==> config.mk <==
export PLATFORM = sky130hd
export DESIGN_NAME = cpuTop
export DESIGN_NICKNAME = d
export VERILOG_FILES = /design/src/design/cpuPkg.sv /design/src/design/fetchStage.sv /design/src/design/regFile.sv /design/src/design/decodeStage.sv /design/src/design/executeStage.sv /design/src/design/memoryStage.sv /design/src/design/cpuTop.sv
export SDC_FILE = /design/constraint.sdc
export NUM_CORES = 2
export LEC_CHECK = 0
export BUFFER_PORTS_ARGS = -buffer_cell sky130_fd_sc_hd__buf_2
export CORE_MARGIN = 10
export CORE_UTILIZATION = 45
export DETAILED_ROUTE_END_ITERATION = 7
export PLACE_DENSITY_LB_ADDON = 0.2
export RECOVER_POWER = 100
export REMOVE_ABC_BUFFERS = 1
export SLEW_MARGIN = 20
export SYNTH_ARGS = -nofsm -noshare
export SYNTH_HDL_FRONTEND = slang
export SYNTH_SLANG_ARGS = --single-unit
==> constraint.sdc <==
create_clock -name clk -period 4.45 [get_ports clk]
set_input_delay 0.2225 -clock clk [delete_from_list [all_inputs] [get_ports clk]]
set_output_delay 0.2225 -clock clk [all_outputs]
set_load 0.02 [all_outputs]
==> src/design/cpuPkg.sv <==
package cpuPkg;

	localparam int wordWidth = 8;                  // Data and address width

	typedef logic [1:0] regAddrT;                  // Index into four registers
	typedef logic [wordWidth-1:0] wordT;           // Data word

	typedef enum logic [3:0] {
		opNop = 4'h0,
		opMov = 4'h1,                              // ra <- R[rb]
		opAdd = 4'h2,
		opSub = 4'h3,
		opAnd = 4'h4,
		opOr  = 4'h5,
		opOut = 4'h6,                              // Port <- R[rb]
		opIn  = 4'h7,                              // rb <- port
		opLdm = 4'h8,                              // rb <- imm
		opLdd = 4'h9,                              // rb <- M[imm]
		opStd = 4'ha                               // M[imm] <- R[rb]
	} opCodeT;

	typedef enum logic [1:0] {
		selAlu,
		selInput,
		selImm,
		selMem                                     // Filled in by memory stage
	} resultSelT;

	// Two-byte instructions carry an immediate in the following byte
	function automatic logic hasImm(opCodeT op);
		return (op == opLdm) || (op == opLdd) || (op == opStd);
	endfunction

	typedef struct packed {
		logic      regWrite;
		resultSelT resultSel;
		logic      memRead;
		logic      memWrite;
		logic      outEn;
	} ctrlT;

	typedef struct packed {
		logic valid;
		wordT instr;
		wordT imm;                                 // Byte after opcode
		wordT inSample;                            // Input port seen at fetch
	} fetchT;

	typedef struct packed {
		ctrlT    ctrl;
		opCodeT  op;
		regAddrT ra;
		regAddrT rb;
		regAddrT dest;
		wordT    operandA;
		wordT    operandB;
		wordT    imm;
		wordT    inSample;
	} idExT;

	typedef struct packed {
		ctrlT    ctrl;
		regAddrT dest;
		wordT    result;                           // Resolved stage result
		wordT    storeData;
		wordT    imm;                              // Also the memory address
	} exMemT;

	typedef struct packed {
		logic    writeEn;
		regAddrT dest;
		wordT    data;
	} wbT;

endpackage

==> src/design/fetchStage.sv <==
module fetchStage (
	input  logic          clk,
	input  logic          arstN,
	input  logic          stall,
	input  cpuPkg::wordT  instr,
	input  cpuPkg::wordT  nextByte,
	input  cpuPkg::wordT  inPort,
	output cpuPkg::wordT  pc,
	output cpuPkg::fetchT ifId
);
	import cpuPkg::*;

	opCodeT fetchOp;                               // Opcode of byte at pc
	wordT   pcStep;

	assign fetchOp = opCodeT'(instr[7:4]);
	assign pcStep  = hasImm(fetchOp) ? wordT'(2) : wordT'(1); // Skip immediate byte

	// Program counter, wraps at 256
	always_ff @(posedge clk or negedge arstN) begin
		if (!arstN) begin
			pc <= '0;
		end else if (!stall) begin
			pc <= pc + pcStep;
		end
	end

	// IF/ID register, held during load-use stall
	always_ff @(posedge clk or negedge arstN) begin
		if (!arstN) begin
			ifId <= '0;                            // Invalid until first fetch
		end else if (!stall) begin
			ifId.valid    <= 1'b1;
			ifId.instr    <= instr;
			ifId.imm      <= nextByte;             // Unused by one-byte ops
			ifId.inSample <= inPort;
		end
	end

endmodule

==> src/design/regFile.sv <==
module regFile (
	input  logic            clk,
	input  logic            arstN,
	input  cpuPkg::regAddrT readAddrA,
	input  cpuPkg::regAddrT readAddrB,
	input  cpuPkg::wbT      wb,
	output cpuPkg::wordT    readDataA,
	output cpuPkg::wordT    readDataB
);
	import cpuPkg::*;

	wordT regs [4];

	always_ff @(posedge clk or negedge arstN) begin
		if (!arstN) begin
			for (int i = 0; i < 4; i++) begin
				regs[i] <= '0;
			end
		end else if (wb.writeEn) begin
			regs[wb.dest] <= wb.data;
		end
	end

	// Write-through so decode sees the value retiring this cycle
	assign readDataA = (wb.writeEn && wb.dest == readAddrA) ? wb.data : regs[readAddrA];
	assign readDataB = (wb.writeEn && wb.dest == readAddrB) ? wb.data : regs[readAddrB];

endmodule

==> src/design/decodeStage.sv <==
module decodeStage (
	input  logic            clk,
	input  logic            arstN,
	input  cpuPkg::fetchT   ifId,
	input  cpuPkg::wordT    readDataA,
	input  cpuPkg::wordT    readDataB,
	output cpuPkg::regAddrT readAddrA,
	output cpuPkg::regAddrT readAddrB,
	output logic            stall,
	output cpuPkg::idExT    idEx
);
	import cpuPkg::*;

	opCodeT  op;
	regAddrT ra;
	regAddrT rb;
	regAddrT dest;
	ctrlT    ctrl;
	logic    useA;                                 // Instruction reads R[ra]
	logic    useB;                                 // Instruction reads R[rb]

	assign op = opCodeT'(ifId.instr[7:4]);
	assign ra = ifId.instr[3:2];
	assign rb = ifId.instr[1:0];

	assign readAddrA = ra;
	assign readAddrB = rb;

	// Control decode; unknown opcodes fall through as NOP
	always_comb begin
		ctrl = '0;
		dest = ra;
		useA = 1'b0;
		useB = 1'b0;
		case (op)
			opMov: begin
				ctrl.regWrite = 1'b1;
				useB = 1'b1;
			end
			opAdd, opSub, opAnd, opOr: begin
				ctrl.regWrite = 1'b1;
				useA = 1'b1;
				useB = 1'b1;
			end
			opOut: begin
				ctrl.outEn = 1'b1;
				useB = 1'b1;
			end
			opIn: begin
				ctrl.regWrite  = 1'b1;
				ctrl.resultSel = selInput;
				dest = rb;
			end
			opLdm: begin
				ctrl.regWrite  = 1'b1;
				ctrl.resultSel = selImm;
				dest = rb;
			end
			opLdd: begin
				ctrl.regWrite  = 1'b1;
				ctrl.resultSel = selMem;
				ctrl.memRead   = 1'b1;
				dest = rb;
			end
			opStd: begin
				ctrl.memWrite = 1'b1;
				useB = 1'b1;                       // Store data
			end
			default: ;
		endcase
		if (!ifId.valid) begin
			ctrl = '0;                             // Nothing fetched yet
		end
	end

	// Load-use: LDD in execute has no data until MEM
	assign stall = ifId.valid && idEx.ctrl.memRead &&
		((useA && idEx.dest == ra) || (useB && idEx.dest == rb));

	// ID/EX register
	always_ff @(posedge clk or negedge arstN) begin
		if (!arstN) begin
			idEx <= '0;
		end else if (stall) begin
			idEx <= '0;                            // Bubble, all ctrl zero
		end else begin
			idEx.ctrl     <= ctrl;
			idEx.op       <= op;
			idEx.ra       <= ra;
			idEx.rb       <= rb;
			idEx.dest     <= dest;
			idEx.operandA <= readDataA;
			idEx.operandB <= readDataB;
			idEx.imm      <= ifId.imm;
			idEx.inSample <= ifId.inSample;
		end
	end

endmodule

==> src/design/executeStage.sv <==
module executeStage (
	input  logic          clk,
	input  logic          arstN,
	input  cpuPkg::idExT  idEx,
	input  cpuPkg::wbT    wb,
	output cpuPkg::exMemT exMem
);
	import cpuPkg::*;

	logic fwdMemA;                                 // Newer producer hits ra
	logic fwdMemB;
	logic fwdWbA;                                  // Older producer hits ra
	logic fwdWbB;
	wordT opA;
	wordT opB;
	wordT aluOut;
	wordT result;

	assign fwdMemA = exMem.ctrl.regWrite && exMem.dest == idEx.ra;
	assign fwdMemB = exMem.ctrl.regWrite && exMem.dest == idEx.rb;
	assign fwdWbA  = wb.writeEn && wb.dest == idEx.ra;
	assign fwdWbB  = wb.writeEn && wb.dest == idEx.rb;

	// EX/MEM wins over MEM/WB, then the decoded register value
	assign opA = fwdMemA ? exMem.result : (fwdWbA ? wb.data : idEx.operandA);
	assign opB = fwdMemB ? exMem.result : (fwdWbB ? wb.data : idEx.operandB);

	always_comb begin
		case (idEx.op)
			opAdd:   aluOut = opA + opB;            // Modulo 256
			opSub:   aluOut = opA - opB;
			opAnd:   aluOut = opA & opB;
			opOr:    aluOut = opA | opB;
			default: aluOut = opB;                  // MOV and OUT pass rb
		endcase
	end

	// Result source; memory loads are swapped in one stage later
	always_comb begin
		case (idEx.ctrl.resultSel)
			selInput: result = idEx.inSample;
			selImm:   result = idEx.imm;
			default:  result = aluOut;
		endcase
	end

	// EX/MEM register
	always_ff @(posedge clk or negedge arstN) begin
		if (!arstN) begin
			exMem <= '0;
		end else begin
			exMem.ctrl      <= idEx.ctrl;
			exMem.dest      <= idEx.dest;
			exMem.result    <= result;
			exMem.storeData <= opB;                 // Forwarded R[rb] for STD
			exMem.imm       <= idEx.imm;
		end
	end

endmodule

==> src/design/memoryStage.sv <==
module memoryStage #(
	parameter int dataMemDepth = 256
) (
	input  logic          clk,
	input  logic          arstN,
	input  cpuPkg::exMemT exMem,
	output cpuPkg::wbT    wb,
	output cpuPkg::wordT  outPort,
	output logic          outEn
);
	import cpuPkg::*;

	localparam int addrBits = $clog2(dataMemDepth);

	wordT                dataMem [dataMemDepth];
	logic [addrBits-1:0] memAddr;
	wordT                loadData;
	wordT                memResult;

	assign memAddr = exMem.imm[addrBits-1:0];      // Truncated for small memories

	// Data memory, written on STD
	always_ff @(posedge clk) begin
		if (exMem.ctrl.memWrite) begin
			dataMem[memAddr] <= exMem.storeData;
		end
	end

	assign loadData  = dataMem[memAddr];
	assign memResult = exMem.ctrl.memRead ? loadData : exMem.result; // LDD takes memory byte

	// MEM/WB register
	always_ff @(posedge clk or negedge arstN) begin
		if (!arstN) begin
			wb <= '0;
		end else begin
			wb.writeEn <= exMem.ctrl.regWrite;
			wb.dest    <= exMem.dest;
			wb.data    <= memResult;
		end
	end

	// Output port, updated as OUT enters writeback
	always_ff @(posedge clk or negedge arstN) begin
		if (!arstN) begin
			outPort <= '0;
			outEn   <= 1'b0;
		end else begin
			outEn <= exMem.ctrl.outEn;             // One-cycle pulse per OUT
			if (exMem.ctrl.outEn) begin
				outPort <= exMem.result;
			end
		end
	end

endmodule

==> src/design/cpuTop.sv <==
module cpuTop #(
	parameter int dataMemDepth = 256
) (
	input  logic         clk,
	input  logic         arstN,
	input  cpuPkg::wordT instr,                    // Byte at pc
	input  cpuPkg::wordT nextByte,                 // Byte at pc+1
	input  cpuPkg::wordT inPort,
	output cpuPkg::wordT pc,
	output cpuPkg::wordT outPort,
	output logic         outEn
);
	import cpuPkg::*;

	fetchT   ifId;
	idExT    idEx;
	exMemT   exMem;
	wbT      wb;                                   // Writeback and older forward source
	regAddrT readAddrA;
	regAddrT readAddrB;
	wordT    readDataA;
	wordT    readDataB;
	logic    stall;                                // Load-use hold

	fetchStage uFetch (
		.clk      (clk),
		.arstN    (arstN),
		.stall    (stall),
		.instr    (instr),
		.nextByte (nextByte),
		.inPort   (inPort),
		.pc       (pc),
		.ifId     (ifId)
	);

	decodeStage uDecode (
		.clk       (clk),
		.arstN     (arstN),
		.ifId      (ifId),
		.readDataA (readDataA),
		.readDataB (readDataB),
		.readAddrA (readAddrA),
		.readAddrB (readAddrB),
		.stall     (stall),
		.idEx      (idEx)
	);

	regFile uRegFile (
		.clk       (clk),
		.arstN     (arstN),
		.readAddrA (readAddrA),
		.readAddrB (readAddrB),
		.wb        (wb),
		.readDataA (readDataA),
		.readDataB (readDataB)
	);

	executeStage uExecute (
		.clk   (clk),
		.arstN (arstN),
		.idEx  (idEx),
		.wb    (wb),
		.exMem (exMem)
	);

	memoryStage #(
		.dataMemDepth (dataMemDepth)
	) uMemory (
		.clk     (clk),
		.arstN   (arstN),
		.exMem   (exMem),
		.wb      (wb),
		.outPort (outPort),
		.outEn   (outEn)
	);

endmodule

==> run_results.csv <==
group,metric,value,unit
grt,grt_max_degree,142,
placement,gp_congestion,0.8019,
power,p_sw,12540,µW
yosys,synth_ff_type,"edfxtp_1",
clock_network,cts_tree,"built",
power,pwr-share-comb,0.105,
critical_path,crit_chain,"nor2b_1, clkbuf_1, nand2_1, clkbuf_1, nor2b_1, a31oi_1, nand4_1, a21oi_1, a21oi_1",
yosys,synth_warnings,0,
die,die_y,458.7,µm
clock_network,cts.clk_slew.worst_paths,0.06,ns
drt,vias,41530,
power,cell_internal_pwr,37200,µW
die,die_w,458.7,µm
critical_path,worst_setup_path_end_kind,"flip-flop",
yosys,synth_cells,3958,
yosys,synthArstFlopShare,0.07372,
yosys,synth_area_leaders,"edfxtp_1 (71%), mux4_2 (18%), dfrtp_1 (4.7%), nor2_1 (1.2%), nand2_1 (0.55%)",
final_layout,area_delta_synth_final,13.44,%
timing,finalSetupTns,0,ns
timing,rsz0062_at_grt,"false",
die,die_area,0.2104,mm²
min_path,hp-class,"primary input to flip-flop",
clock_network,clock_latency,0.86,ns
yosys,synth_edf_count,2048,
grt,grt_overflow_total,0,
drt,routedWlPerCell,30.08,µm
power,totalPowerFinal,49740,µW
die,start_util,0.4539,
critical_path,cpPeakStageDelay,0.92,ns
timing,clock.fmax,0.2346,GHz
die,io_pins,43,
power,power.leakage,0.03147,µW
min_path,min_from,"nextByte[7]",
timing,setup_viol,0,
clock_network,root_buffer,"clkbuf_16",
power,clockPowerShare,0.359,
critical_path,crit_path_start_kind,"flip-flop",
yosys,ys_ff_latch,2211,
critical_path,cp.required,5.23,ns
timing,fin_crit,4.262,ns
placement,port_buffers,42,
timing,hold_viol,0,
clock_network,clock-sinks,2211,
status,violations,"max-capacitance violations, max-slew violations",
final_layout,drive_gt1_frac,0.2698,
critical_path,arrival,5.05,ns
drt,detail_route.first_pass.iterations,5,
timing,final_max_slew_viol_count,1353,
critical_path,criticalPathCategory,"flip-flop to flip-flop",
clock_network,post_cts_resized,0,
grt,grt_antenna_before_repair,7,
timing,post-route-period-util,0.9577,
timing,setup_ws,0.1881,ns
clock_network,cts_buffer_depth,3,
final_layout,antenna-diode-count,0,
critical_path,crit_buf_inv,2,
yosys,yosysTopAreaCell,"edfxtp_1",
critical_path,crit_fanout,12,
yosys,syn_area,0.08659,mm²
drt,remaining_drc_errors,0,
yosys,synth_top_area_share,0.7102,
status,status,"finished with violations",
timing,max-slew-margin-rel,-1.123,
grt,grt_use_total,0.2001,
power,power.sequential.fraction,0.536,
placement,numPlacedInstances,6606,
clock_network,htree_levels,4,
clock_network,tritoncts.num_buffers,220,
critical_path,timing.rr.start,"uExecute.exMem[5]",
die,std_cell_rows,160,
final_layout,final_cells,7041,
critical_path,crit_slowest_cell,"dfrtp_1",
drt,vias_per_cell,5.899,
timing,skew,0.04634,ns
power,p_per_area,506.4,mW/mm²
grt,grt_pass1_vias,42370,
power,irDropWorstVdd,0.0004324,V
yosys,yosysSeqAreaShare,0.7573,
placement,dp_hpwl,130500,µm
critical_path,crit_path_start,"uExecute.exMem[5]",
final_layout,final_nets,4382,
yosys,synth_cell_types,62,
critical_path,cpLargestDelayFamily,"simple AND/OR/NAND/NOR gates",
yosys,syn_area_per_cell,21.88,µm²
drt,wl,211800,µm
power,switching_share,0.2520,
die,core_area,0.1908,mm²
placement,dpl_worst_slack,0.6547,ns
drt,drt-initial-drc-count,4184,
flow_run,cap_violations,19,
timing,worst_pin_slew,3.184,ns
grt,grt_pass1_wl,309700,µm
drt,ant_nets,0,
cells by family (layout without fill, tap and decap cells):
| kind of cell | after synthesis | after routing | share of synthesized area |
|---|---|---|---|
| flip-flops | 2211 | 2211 | 0.7573 |
| multiplexers | 759 | 759 | 0.1856 |
| AND/OR/NAND/NOR | 580 | 580 | 0.02943 |
| buffers and inverters | 245 | 817 | 0.01302 |
| AO/OA/AOI/OAI | 109 | 109 | 0.008468 |
| XOR/XNOR | 38 | 38 | 0.003844 |
| adder cells (fa/ha/maj) | 15 | 15 | 0.002254 |
| other | 1 | 1 | 0.00004331 |
final timing paths:
path	to	slack (ns)	cells past startpoint
setup reg to reg	uMemory.wb[4]	0.19	9
setup / recovery	uMemory.wb[4]	0.19	9
min in group asynchronous	uMemory.outPort[4]	1.16	4
hold reg to reg	uExecute.exMem[27]	0.36	0
max in group asynchronous	uRegFile.regs[25]	1.75	4
hold / removal	uFetch.ifId[15]	0.13	4
power by group through the flow:
stage | Clock [µW] | Combinational [µW] | Sequential (µW)
after global placement | 0 | 5250 | 26900
after detailed placement | 0 | 5360 | 27000
after global routing | 19000 | 5660 | 26800
after floorplan | 0 | 2840 | 28000
after CTS | 18200 | 5390 | 26500
final | 17800 | 5220 | 26700
sequential cells by signal, indices dropped and copies added, names as in the netlist:
signal,cells
uDecode.idEx,48
uExecute.exMem,30
uFetch.ifId,25
uFetch.pc,8
uMemory.dataMem,2048
uMemory.outEn,1
uMemory.outPort,8
uMemory.wb,11
uRegFile.regs,32
final cells by class:
type | count | area, µm²
multi-input combinational | 1502 | 19900
inverter | 13 | 48.80
clock buffer | 268 | 5736
timing repair buffer | 396 | 2592
clock inverter | 140 | 1216
tap | 2511 | 3142
fill | 14970 | 92560
sequential | 2211 | 65590
metal layers:
metal / wire (µm) / share of wire / global-route usage
met3: 13890 / 0.066 / 0.03367
met4: 5157 / 0.024 / 0.05158
met5: 0 / 0 / 0
met1: 89970 / 0.42 / 0.2877
met2: 102700 / 0.49 / 0.3201
synth_stat cells (19+ instances only):
| cell type | instances |
|---|---|
| edfxtp_1 | 2048 |
| mux4_2 | 673 |
| nor2_1 | 275 |
| dfrtp_1 | 163 |
| nand2_1 | 127 |
| clkbuf_1 | 118 |
| buf_2 | 64 |
| nor3_1 | 48 |
| mux2i_1 | 44 |
| mux2_2 | 42 |
| buf_1 | 29 |
| and2_1 | 28 |
| nand3_1 | 28 |
| nor2b_1 | 26 |
| xnor2_1 | 25 |
| a21oi_1 | 21 |
| a31oi_1 | 19 |
| o21ai_0 | 19 |
worst reg2reg max path: stages, from the launching register on:
cell and delay (ns):
dfrtp_1 0.92, nor2b_1 0.24, clkbuf_1 0.82, nand2_1 0.58, clkbuf_1 0.41, nor2b_1 0.51
a31oi_1 0.19, nand4_1 0.21, a21oi_1 0.10, a21oi_1 0.21
stage by stage:
| step | area [µm²] | utilization | hold WS, ns |
|---|---|---|---|
| 3_5_place_dp | 91930 | 0.4819 | 0.3098 |
| 2_1_floorplan | 85510 | - | -0.07309 |
| 4_1_cts | 99170 | 0.5198 | 0.03882 |
| 5_1_grt | 98220 | 0.5148 | 0.1137 |
| 3_3_place_gp | 91930 | 0.4819 | 0.3007 |
| 6_report | 98220 | 0.5148 | 0.1292 |
layout by cell type (no fill, tap or decap), types with 10 or more instances in the layout:
master	count
o21ai_0	19
nand3_1	26
nand2_1	127
nand4_1	10
dlygate4sd3_1	26
clkinv_1	44
nor3_1	48
xnor2_1	25
a31oi_1	19
clkbuf_16	220
and2_0	16
inv_1	13
nand2b_1	11
mux4_2	673
nor2b_1	26
edfxtp_1	2048
clkbuf_2	26
clkinv_2	56
a21oi_1	21
mux2i_1	44
xor2_1	13
clkbuf_1	241
buf_2	25
bufinv_16	14
mux2_2	42
buf_4	84
buf_12	34
and2_1	12
nor2_1	275
dfrtp_1	159
ha_1	10
timing repair:
item | in CTS | in global routing
buffers inserted | 0 | 0
endpoints found under the hold margin | 107 | 0
hold buffers | 27 | 0
(Power assumes the default switching activity.)
